### config.mk
export PLATFORM = sky130hd
export DESIGN_NAME = top
export DESIGN_NICKNAME = d
export VERILOG_FILES = /design/src/frame_pkg.sv /design/src/top.sv /design/src/graphics.sv /design/src/spi_register.sv /design/src/spi_peripheral.sv
export VERILOG_INCLUDE_DIRS = /design/src /design/src/src
export SDC_FILE = /design/constraint.sdc
export NUM_CORES = 1
export LEC_CHECK = 0
export ABC_AREA = 1
export BUFFER_PORTS_ARGS = -buffer_cell sky130_fd_sc_hd__buf_2
export CAP_MARGIN = 20
export CORE_MARGIN = 2
export CORE_UTILIZATION = 50
export DETAILED_ROUTE_END_ITERATION = 10
export GPL_TIMING_DRIVEN = 0
export PLACE_DENSITY = 0.67
export SETUP_SLACK_MARGIN = 0.02
export SLEW_MARGIN = 15
export SYNTH_ARGS = -nofsm -noshare
export SYNTH_HDL_FRONTEND = slang
export SYNTH_HIERARCHICAL = 1
export SYNTH_SLANG_ARGS = --single-unit
### constraint.sdc
create_clock -name clock -period 2 [get_ports clock]
set_input_delay 0.4 -clock clock [delete_from_list [all_inputs] [get_ports clock]]
set_output_delay 0.4 -clock clock [all_outputs]
set_load 0.01 [all_outputs]
### src/frame_cfg.svh
// ##########################################################################
// Display controller configuration
// Raster geometry, SPI opcodes and the chip-ID answer
// ##########################################################################

`ifndef FRAME_CFG_SVH
`define FRAME_CFG_SVH

// Raster size in pixel clocks and lines
`define FRAME_H_ACTIVE      10
`define FRAME_H_TOTAL       16
`define FRAME_V_ACTIVE      6
`define FRAME_V_TOTAL       8

// Sync pulse lengths
`define FRAME_HSYNC_WIDTH   2   // Pixels
`define FRAME_VSYNC_WIDTH   1   // Lines

// Fill colour, operands are Y, Cb, Cr
`define FRAME_OP_FILL_COLOR 8'h10

// Chip identification
`define FRAME_OP_CHIP_ID    8'hDB
`define FRAME_CHIP_ID_VALUE 8'h81

`endif
### src/frame_pkg.sv
// ##########################################################################
// Display controller types
// Shared byte, count and colour types plus the SPI FSM states
// ##########################################################################

`default_nettype none

package frame_pkg;

    // One SPI byte, opcode, operand or response
    typedef logic [7:0] byte_t;

    // Index of an operand within a transaction, first one is 0
    typedef logic [7:0] operand_count_t;

    // Pixel colour components
    typedef logic [3:0] luma_t;
    typedef logic [2:0] chroma_t;

    // SPI byte receiver
    typedef enum logic [1:0] {
        spi_idle,       // Chip select high
        spi_opcode,     // Receiving first byte
        spi_operand     // Receiving later bytes
    } spi_state_t;

endpackage

`default_nettype wire

### src/top.sv
// ##########################################################################
// Display controller SPI core
// SPI command decoder shared by the chip-ID register and graphics
// ##########################################################################

`timescale 1ns/1ps
`default_nettype none

`include "frame_cfg.svh"

module top (
    input  logic               clock,
    input  logic               reset,

    input  logic               spi_select,
    input  logic               spi_clock,
    input  logic               spi_data_in,
    output logic               spi_data_out,

    output logic               display_clock,
    output logic               display_hsync,
    output logic               display_vsync,
    output frame_pkg::luma_t   display_y,
    output frame_pkg::chroma_t display_cb,
    output frame_pkg::chroma_t display_cr
);

    import frame_pkg::*;

    // Command bus
    byte_t          opcode;
    logic           opcode_valid;
    byte_t          operand;
    logic           operand_valid;
    operand_count_t operand_count;

    // Chip-ID is the only responder
    byte_t          chip_id_response;
    logic           chip_id_response_valid;

    spi_peripheral spi_peripheral (
        .clock(clock),
        .reset(reset),
        .spi_select(spi_select),
        .spi_clock(spi_clock),
        .spi_data_in(spi_data_in),
        .spi_data_out(spi_data_out),
        .opcode(opcode),
        .opcode_valid(opcode_valid),
        .operand(operand),
        .operand_valid(operand_valid),
        .operand_count(operand_count),
        .response(chip_id_response),
        .response_valid(chip_id_response_valid)
    );

    spi_register #(
        .register_address(`FRAME_OP_CHIP_ID),
        .register_value(`FRAME_CHIP_ID_VALUE)
    ) chip_id (
        .clock(clock),
        .reset(reset),
        .opcode(opcode),
        .opcode_valid(opcode_valid),
        .response(chip_id_response),
        .response_valid(chip_id_response_valid)
    );

    graphics graphics (
        .clock(clock),
        .reset(reset),
        .opcode(opcode),
        .opcode_valid(opcode_valid),
        .operand(operand),
        .operand_valid(operand_valid),
        .operand_count(operand_count),
        .display_clock(display_clock),
        .display_hsync(display_hsync),
        .display_vsync(display_vsync),
        .display_y(display_y),
        .display_cb(display_cb),
        .display_cr(display_cr)
    );

endmodule

`default_nettype wire

### src/graphics.sv
// ##########################################################################
// Graphics
// Fill-colour register written over SPI, raster timing and YCbCr output
// ##########################################################################

`timescale 1ns/1ps
`default_nettype none

`include "frame_cfg.svh"

module graphics (
    input  logic                      clock,
    input  logic                      reset,

    input  frame_pkg::byte_t          opcode,
    input  logic                      opcode_valid,
    input  frame_pkg::byte_t          operand,
    input  logic                      operand_valid,
    input  frame_pkg::operand_count_t operand_count,

    output logic                      display_clock,
    output logic                      display_hsync,
    output logic                      display_vsync,
    output frame_pkg::luma_t          display_y,
    output frame_pkg::chroma_t        display_cb,
    output frame_pkg::chroma_t        display_cr
);

    import frame_pkg::*;

    localparam int h_bits = $clog2(`FRAME_H_TOTAL);
    localparam int v_bits = $clog2(`FRAME_V_TOTAL);

    logic              fill_write;
    luma_t             staged_y;
    chroma_t           staged_cb;
    luma_t             fill_y;
    chroma_t           fill_cb;
    chroma_t           fill_cr;

    logic [h_bits-1:0] h_count;
    logic [v_bits-1:0] v_count;
    logic              h_last;
    logic              v_last;
    logic              active;
    logic              clock_toggle;

    assign fill_write = opcode_valid && operand_valid && (opcode == `FRAME_OP_FILL_COLOR);

    // Y and Cb wait here until Cr arrives
    always_ff @(posedge clock) begin
        if (fill_write) begin
            case (operand_count)
                8'd0:    staged_y  <= operand[3:0];
                8'd1:    staged_cb <= operand[2:0];
                default: ;
            endcase
        end
    end

    // All three components change together
    always_ff @(posedge clock) begin
        if (reset) begin
            fill_y  <= '0;
            fill_cb <= '0;
            fill_cr <= '0;
        end else if (fill_write && operand_count == 8'd2) begin
            fill_y  <= staged_y;
            fill_cb <= staged_cb;
            fill_cr <= operand[2:0];
        end
    end

    assign h_last = (h_count == h_bits'(`FRAME_H_TOTAL - 1));
    assign v_last = (v_count == v_bits'(`FRAME_V_TOTAL - 1));

    // Raster position, one pixel per clock
    always_ff @(posedge clock) begin
        if (reset) begin
            h_count <= '0;
            v_count <= '0;
        end else if (h_last) begin
            h_count <= '0;
            v_count <= v_last ? '0 : v_count + 1'b1;
        end else begin
            h_count <= h_count + 1'b1;
        end
    end

    assign active = (int'(h_count) < `FRAME_H_ACTIVE) && (int'(v_count) < `FRAME_V_ACTIVE);

    always_ff @(posedge clock) begin
        if (reset) begin
            clock_toggle  <= 1'b0;
            display_clock <= 1'b0;
            display_hsync <= 1'b0;
            display_vsync <= 1'b0;
            display_y     <= '0;
            display_cb    <= '0;
            display_cr    <= '0;
        end else begin
            clock_toggle  <= !clock_toggle;
            display_clock <= !clock_toggle;     // Reference only
            display_hsync <= int'(h_count) < `FRAME_HSYNC_WIDTH;
            display_vsync <= int'(v_count) < `FRAME_VSYNC_WIDTH;
            display_y     <= active ? fill_y : '0;     // Black outside active area
            display_cb    <= active ? fill_cb : '0;
            display_cr    <= active ? fill_cr : '0;
        end
    end

    counters_in_range: assert property (@(posedge clock) disable iff (reset)
        (int'(h_count) < `FRAME_H_TOTAL) && (int'(v_count) < `FRAME_V_TOTAL));

endmodule

`default_nettype wire

### src/spi_register.sv
// ##########################################################################
// SPI read register
// Answers one opcode with a fixed byte on the response path
// ##########################################################################

`timescale 1ns/1ps
`default_nettype none

module spi_register #(
    parameter frame_pkg::byte_t register_address = 8'h00,
    parameter frame_pkg::byte_t register_value   = 8'h00
) (
    input  logic             clock,
    input  logic             reset,

    input  frame_pkg::byte_t opcode,
    input  logic             opcode_valid,
    output frame_pkg::byte_t response,
    output logic             response_valid
);

    import frame_pkg::*;

    logic address_match;

    assign address_match = opcode_valid && (opcode == register_address);

    always_ff @(posedge clock) begin
        if (reset) begin
            response       <= '0;
            response_valid <= 1'b0;
        end else begin
            response       <= address_match ? register_value : byte_t'(0);
            response_valid <= address_match;    // Follows opcode_valid one clock late
        end
    end

    // Response drops once the transaction is closed
    response_follows_opcode: assert property (@(posedge clock) disable iff (reset)
        !opcode_valid |=> !response_valid);

endmodule

`default_nettype wire

### src/spi_peripheral.sv
// ##########################################################################
// SPI peripheral
// Samples the mode 0 SPI pins, decodes opcode and operand bytes and
// shifts out the selected response during the second byte
// ##########################################################################

`timescale 1ns/1ps
`default_nettype none

module spi_peripheral (
    input  logic                      clock,
    input  logic                      reset,

    input  logic                      spi_select,
    input  logic                      spi_clock,
    input  logic                      spi_data_in,
    output logic                      spi_data_out,

    output frame_pkg::byte_t          opcode,
    output logic                      opcode_valid,
    output frame_pkg::byte_t          operand,
    output logic                      operand_valid,
    output frame_pkg::operand_count_t operand_count,

    input  frame_pkg::byte_t          response,
    input  logic                      response_valid
);

    import frame_pkg::*;

    logic [1:0]     select_sync;
    logic [2:0]     clock_sync;     // Third stage for edge detection
    logic [1:0]     data_sync;

    logic           select_active;
    logic           clock_rise;
    logic           clock_fall;
    logic           byte_done;
    byte_t          next_byte;

    spi_state_t     state;
    logic [2:0]     bit_count;
    byte_t          shift_in;
    byte_t          shift_out;
    operand_count_t operand_index;
    logic           load_pending;   // Response load due at next fall

    // Pin synchronisers
    always_ff @(posedge clock) begin
        if (reset) begin
            select_sync <= 2'b11;
            clock_sync  <= 3'b000;
            data_sync   <= 2'b00;
        end else begin
            select_sync <= {select_sync[0], spi_select};
            clock_sync  <= {clock_sync[1:0], spi_clock};
            data_sync   <= {data_sync[0], spi_data_in};
        end
    end

    assign select_active = !select_sync[1];
    assign clock_rise    = clock_sync[1] && !clock_sync[2];
    assign clock_fall    = !clock_sync[1] && clock_sync[2];
    assign next_byte     = {shift_in[6:0], data_sync[1]};  // MSB first
    assign byte_done     = clock_rise && (bit_count == 3'd7);

    // Byte receiver FSM, deselect returns to idle
    always_ff @(posedge clock) begin
        if (reset || !select_active) begin
            state         <= spi_idle;
            bit_count     <= 3'd0;
            shift_in      <= '0;
            operand_index <= '0;
            opcode_valid  <= 1'b0;
            operand_valid <= 1'b0;
        end else begin
            operand_valid <= 1'b0;  // Single cycle pulse
            case (state)
                spi_idle: begin
                    state     <= spi_opcode;
                    bit_count <= 3'd0;
                end
                spi_opcode, spi_operand: begin
                    if (clock_rise) begin
                        shift_in  <= next_byte;
                        bit_count <= bit_count + 3'd1;
                    end
                    if (byte_done) begin
                        state <= spi_operand;
                        if (state == spi_opcode) begin
                            opcode_valid <= 1'b1;   // Held until deselect
                        end else begin
                            operand_valid <= 1'b1;
                            operand_index <= operand_index + 8'd1;
                        end
                    end
                end
                default: state <= spi_idle;
            endcase
        end
    end

    // Completed bytes onto the command bus
    always_ff @(posedge clock) begin
        if (select_active && byte_done) begin
            if (state == spi_opcode) begin
                opcode <= next_byte;
            end else if (state == spi_operand) begin
                operand       <= next_byte;
                operand_count <= operand_index;
            end
        end
    end

    // Response shifter, changes on falling edges only
    always_ff @(posedge clock) begin
        if (reset || !select_active) begin
            load_pending <= 1'b0;
            shift_out    <= '0;
            spi_data_out <= 1'b0;
        end else if (byte_done && state == spi_opcode) begin
            load_pending <= 1'b1;
        end else if (clock_fall && load_pending) begin
            load_pending <= 1'b0;
            if (response_valid) begin
                shift_out    <= response;
                spi_data_out <= response[7];
            end else begin
                shift_out    <= '0;     // Nobody answered
                spi_data_out <= 1'b0;
            end
        end else if (clock_fall) begin
            shift_out    <= {shift_out[6:0], 1'b0};
            spi_data_out <= shift_out[6];
        end
    end

    // Operands only arrive inside an open transaction
    operand_needs_opcode: assert property (@(posedge clock) disable iff (reset)
        operand_valid |-> opcode_valid);

    operand_single_cycle: assert property (@(posedge clock) disable iff (reset)
        operand_valid |=> !operand_valid);

endmodule

`default_nettype wire

==> flow_summary.yaml, run 1 <==
final_layout:
  syn_to_final_growth_pct: 12.05
  diodes: 0
  final_util_pct: 58.76
  drive_gt1_share_pct: 13.30
  multi_input_area_mm2: 0.001137
  nNetsFinal: 445
  fillerInstances: 614
  ff_latch_area_mm2: 0.002192
timing:
  timing.final.crit_share_pct: 86.94
  hold_violations: 0
  tightestPinTransition_ns: 0.6599
  fin_crit_ns: 1.739
  slew_headroom_pct: 55.84
  max_freq_ghz: 0.5751
  setup_violations: 0
  finalClockSkew_ns: 0.008869
  rsz0062_at_grt: "false"
  final.setup.tns_ns: 0
  slew_viol_final: 0
drt:
  vias_per_cell: 4.585
  wl_per_cell_um: 10.57
  vias: 2439
  drt-total-wl_um: 5625
  dr.first_iter.drc_count: 91
  drc: 0
  drt-pass1-iter-count: 6
  antenna_left: 0
power_and_ir_drop:
  switching_power_uw: 742.4
  leakagePower_uw: 0.001655
  comb_power_share_pct: 2.3
  p_seq_share_pct: 59.8
  finalPower_uw: 3366
  sw_frac_of_total_pct: 22.05
  vdd_drop_max_mv: 0.4901
  power_density_mw_per_mm2: 834.0
  pwr-share-clk_pct: 37.9
  p_int_uw: 2624
worst_setup_path:
  worst-endpoint-arrival_ns: 1.74
  start_kind: "flip-flop"
  cp_max_fo: 8
  required_ns: 2.00
  path_class: "flip-flop to flip-flop"
  cp-end-kind: "flip-flop"
global_routing:
  globalRouteTotalUtil_pct: 16.07
  antenna_found_initial: 0
  grt-ovfl-total: 0
  grt_pass1_wl_um: 9763
  grt_max_degree: 18
  grt_pass1_vias: 2281
yosys:
  syn_inst: 397
  ys_warn_count: 6
  netlist_area_mm2: 0.003602
  postSynthAreaPerCell_um2: 9.074
floorplanning:
  io_pins: 19
  design.core.area_mm2: 0.006869
  initial_utilization_pct: 52.44
  std_cell_rows: 30
  die_y_um: 88.88
  dieArea_mm2: 0.007900
  die_w_um: 88.88
clocking:
  root_buffer: "clkbuf_8"
  post_cts_buffers: 0
  clock_path_buffers: 2
  clock_latency_ns: 0.36
  cts_made_buffers: 9
  cts_max_level: 3
  clk_pin_slew_ns: 0.09
  cts_sinks: 96
  cts_tree: "yes"
status:
  status: "complete, no violations"
flow_run:
  maxCapViolations: 0
placed_design:
  place_hpwl_um: 3837
  gp_congestion: 0.7704
  io_buffer_count: 18
min_path:
  min_path_type: "primary input to flip-flop"
==> flip-flops by register name, indices dropped and copies added, names as in the netlist, 7 cells and up <==
signal	cells
spi_peripheral/operand_count	8
spi_peripheral/shift_in	7
spi_peripheral/operand_index	8
spi_peripheral/shift_out	7
spi_peripheral/opcode	8
==> metrics by stage <==
step | setup slack [ns] | instances | cell area [um^2] | hold slack (ns)
2_1_floorplan | 0.3617 | 402 | 3621 | 0.3883
3_3_place_gp | 0.08611 | 516 | 3831 | 0.3911
6_report | 0.2612 | 532 | 4036 | 0.2240
3_5_place_dp | 0.02450 | 516 | 3831 | 0.3963
5_1_grt | 0.1354 | 532 | 4036 | 0.2216
4_1_cts | 0.2414 | 532 | 4036 | 0.2098
==> layout by cell type (no fill, tap or decap), drive strengths merged <==
| cell type | n |
|---|---|
| edfxtp | 27 |
| xnor2 | 1 |
| or2 | 3 |
| clkbuf | 10 |
| clkinv | 3 |
| a211oi | 1 |
| o21ai | 24 |
| dfxtp | 69 |
| nor4 | 3 |
| a21oi | 30 |
| nor2 | 80 |
| nor3b | 1 |
| ha | 9 |
| clkinvlp | 2 |
| nand2 | 64 |
| bufinv | 1 |
| o211ai | 1 |
| buf | 32 |
| nand3 | 17 |
| nor3 | 1 |
| inv | 51 |
| conb | 6 |
==> power by group through the flow <==
| stage | Combinational [uW] | Clock [uW] | Sequential [uW] |
|---|---|---|---|
| 2_1_floorplan | 50.6 | 0 | 2060 |
| 3_3_place_gp | 75.2 | 0 | 2060 |
| 3_5_place_dp | 76.9 | 0 | 2060 |
| 4_1_cts | 77.3 | 1310 | 2010 |
| 5_1_grt | 87.6 | 1380 | 2010 |
| 6_report | 76.4 | 1280 | 2010 |
==> repair_timing <==
action,CTS,global route
resized for setup,1,0
setup endpoints to repair,9,0
endpoints found under the hold margin,0,0
hold buffers,0,0
==> routing by layer <==
layer	global-route usage, %	vias to the layer above	share of wire [%]
li1	-	1327	-
met1	21.08	1067	51
met2	25.44	35	44
met3	3.638	10	3.1
met4	7.300	0	1.8
met5	0	-	0
==> worst max-delay path: stages (launching register included) <==
cell and delay [ns]:
dfxtp_1 0.35, ha_1 0.16, ha_1 0.20, nand3_1 0.14, nor2_1 0.53
==> worst paths after layout <==
kind	from	to	slack, ns	cells past startpoint
hold / removal	spi_select	spi_peripheral/select_sync[0]	0.22	2
setup / recovery	spi_peripheral/bit_count[0]	spi_peripheral/opcode[2]	0.26	4
setup reg to reg	spi_peripheral/bit_count[0]	spi_peripheral/opcode[2]	0.26	4
hold reg to reg	spi_peripheral/data_sync[0]	spi_peripheral/data_sync[1]	0.41	2
==> final cells by class <==
cell class	count	area share, %
buffer	15	2.635
clock buffer	9	3.069
clock inverter	7	1.953
inverter	50	4.650
multi-input combinational	241	28.18
sequential	96	54.31
tap	96	2.976
timing repair buffer	18	2.232
Power figures use the tool's default switching activity.
==> run 2: changes to the inputs <==
--- a/config.mk
+++ b/config.mk
@@ -6,7 +6,6 @@
 export SDC_FILE = /design/constraint.sdc
 export NUM_CORES = 1
 export LEC_CHECK = 0
-export ABC_AREA = 1
 export BUFFER_PORTS_ARGS = -buffer_cell sky130_fd_sc_hd__buf_2
 export CAP_MARGIN = 20
 export CORE_MARGIN = 2
==> run 2 against run 1 <==
  * Core utilization up 0.20 points
  * Area after synthesis about the same
  * Worst setup slack worse by 0.084 ns
  * Highest routed layer unchanged
  * Largest power group unchanged
  * Fmax down 4.6%
==> flow_summary.yaml, run 2 <==
clocking:
  cts_sinks: 96
  clock_latency_ns: 0.35
  cts_tree: "yes"
  hold_buffers: 0
  clk_pin_slew_ns: 0.08
  cts_max_level: 3
  cts_made_buffers: 9
  clock_path_buffers: 2
  root_buffer: "clkbuf_8"
floorplanning:
  dieArea_mm2: 0.007902
  io_pins: 19
  std_cell_rows: 30
  design.core.area_mm2: 0.006869
  die_w_um: 88.90
  die_y_um: 88.90
  initial_utilization_pct: 52.46
final_layout:
  multi_input_area_mm2: 0.001281
  top_regs: "spi_peripheral/opcode x8, spi_peripheral/operand_count x8, spi_peripheral/operand_index x8"
  syn_to_final_growth_pct: 12.40
  nNetsFinal: 376
  final_util_pct: 58.96
  diodes: 0
  layout_common_cells: "dfxtp_1, a21oi_1, edfxtp_1, buf_2, nand2_1"
  fillerInstances: 602
  drive_gt1_share_pct: 16.35
  layout_commonest_cell: "dfxtp_1"
  ff_latch_area_mm2: 0.002192
global_routing:
  grt_pass1_wl_um: 9804
  grt-ovfl-total: 0
  grt_pass1_vias: 2201
  grt_max_degree: 15
  antenna_found_initial: 0
  globalRouteTotalUtil_pct: 16.35
worst_setup_path:
  start_kind: "flip-flop"
  path_class: "flip-flop to flip-flop"
  worst-endpoint-arrival_ns: 2.10
  required_ns: 2.27
  crit_chain: "inv_1, ha_1, buf_2, nand4_1, or4_1, a21oi_1"
  critPathSlowestCell: "or4_1"
  cp_max_fo: 10
  cp-end-kind: "flip-flop"
  crit_path_max_incr_delay_ns: 0.51
drt:
  vias_per_cell: 5.166
  highest_layer: "met4"
  wl_met1_um: 2611
  vias: 2392
  drc: 0
  antenna_left: 0
  drt-total-wl_um: 5691
  drt-pass1-iter-count: 4
  met3_length_um: 170
  met2_length_um: 2828
  dr.first_iter.drc_count: 55
  wl_per_cell_um: 12.29
timing:
  setup_violations: 0
  rsz0062_at_grt: "false"
  slew_headroom_pct: 63.85
  timing.final.crit_share_pct: 91.14
  hold_violations: 0
  finalClockSkew_ns: 0.01046
  slew_viol_final: 0
  fin_crit_ns: 1.823
  max_freq_ghz: 0.5486
  tightestPinTransition_ns: 0.5423
flow_run:
  maxCapViolations: 0
placed_design:
  io_buffer_count: 18
  place_hpwl_um: 4022
  gp_congestion: 0.8009
yosys:
  netlist_area_mm2: 0.003603
  ys_warn_count: 6
  postSynthAreaPerCell_um2: 11.05
  syn_inst: 326
status:
  status: "complete, no violations"
power_and_ir_drop:
  leakagePower_uw: 0.001437
  finalPower_uw: 3183
  power_density_mw_per_mm2: 786.0
  vdd_drop_max_mv: 0.5003
min_path:
  min_path_type: "primary input to flip-flop"
==> run 2: what timing repair did <==
item	4_1_cts	5_1_grt
endpoints found under the setup margin	19	29
pin swaps	0	1
setup buffers	0	2
gates resized for setup	1	3
==> run 2: final cells by class <==
type,instances,area share [%]
inverter,7,0.6487
multi-input combinational,203,31.63
sequential,96,54.12
clock inverter,2,0.3398
tap,96,2.966
clock buffer,14,3.769
buffer,25,3.614
timing repair buffer,20,2.904
==> run 2: metal layers <==
metal	GRT usage (%)	up-vias
li1	-	1229
met1	19.04	1121
met2	27.68	35
met3	5.078	7
met4	7.438	0
met5	0	-
==> run 2: final timing paths <==
| kind | from | endpoint | slack [ns] | cells past startpoint |
|---|---|---|---|---|
| hold reg to reg | graphics/clock_toggle | graphics/clock_toggle | 0.41 | 1 |
| setup / recovery | spi_peripheral/state[0] | spi_peripheral/operand_index[5] | 0.18 | 6 |
| setup reg to reg | spi_peripheral/state[0] | spi_peripheral/operand_index[5] | 0.18 | 6 |
| hold / removal | spi_select | spi_peripheral/select_sync[0] | 0.23 | 2 |
==> run 2: critical path: cells and delay by family (launching register included) <==
kind / cells / cell delay, ns
fa+ha+maj: 1 / 0.27
compound gates: 1 / 0.15
buf+inv: 2 / 0.26
simple gates: 2 / 0.72
flops: 1 / 0.36
==> run 2: power breakdown <==
| group | internal [uW] | switching, uW | leakage (uW) | total, uW |
|---|---|---|---|---|
| sequential | 2000 | 11.0 | 0.000806 | 2010 |
| clock | 490 | 596 | 0.0000812 | 1090 |
| combinational | 36.8 | 47.8 | 0.000550 | 84.6 |
| total | 2530 | 655 | 0.00144 | 3180 |
==> run 2: metrics by stage <==
step                setup WS (ns)  instance area [um^2]  hold WS [ns]  TNS (ns)  cells
finish                     0.1772                  4050        0.2334         0    463
global placement          -0.1207                  3837        0.3942    -1.445    445
CTS                      -0.01175                  4010        0.2122  -0.05864    461
global route              0.02228                  4050        0.2162         0    463
detailed placement        -0.1380                  3837        0.4021    -1.684    445
floorplan                  0.1303                  3627        0.3895         0    331
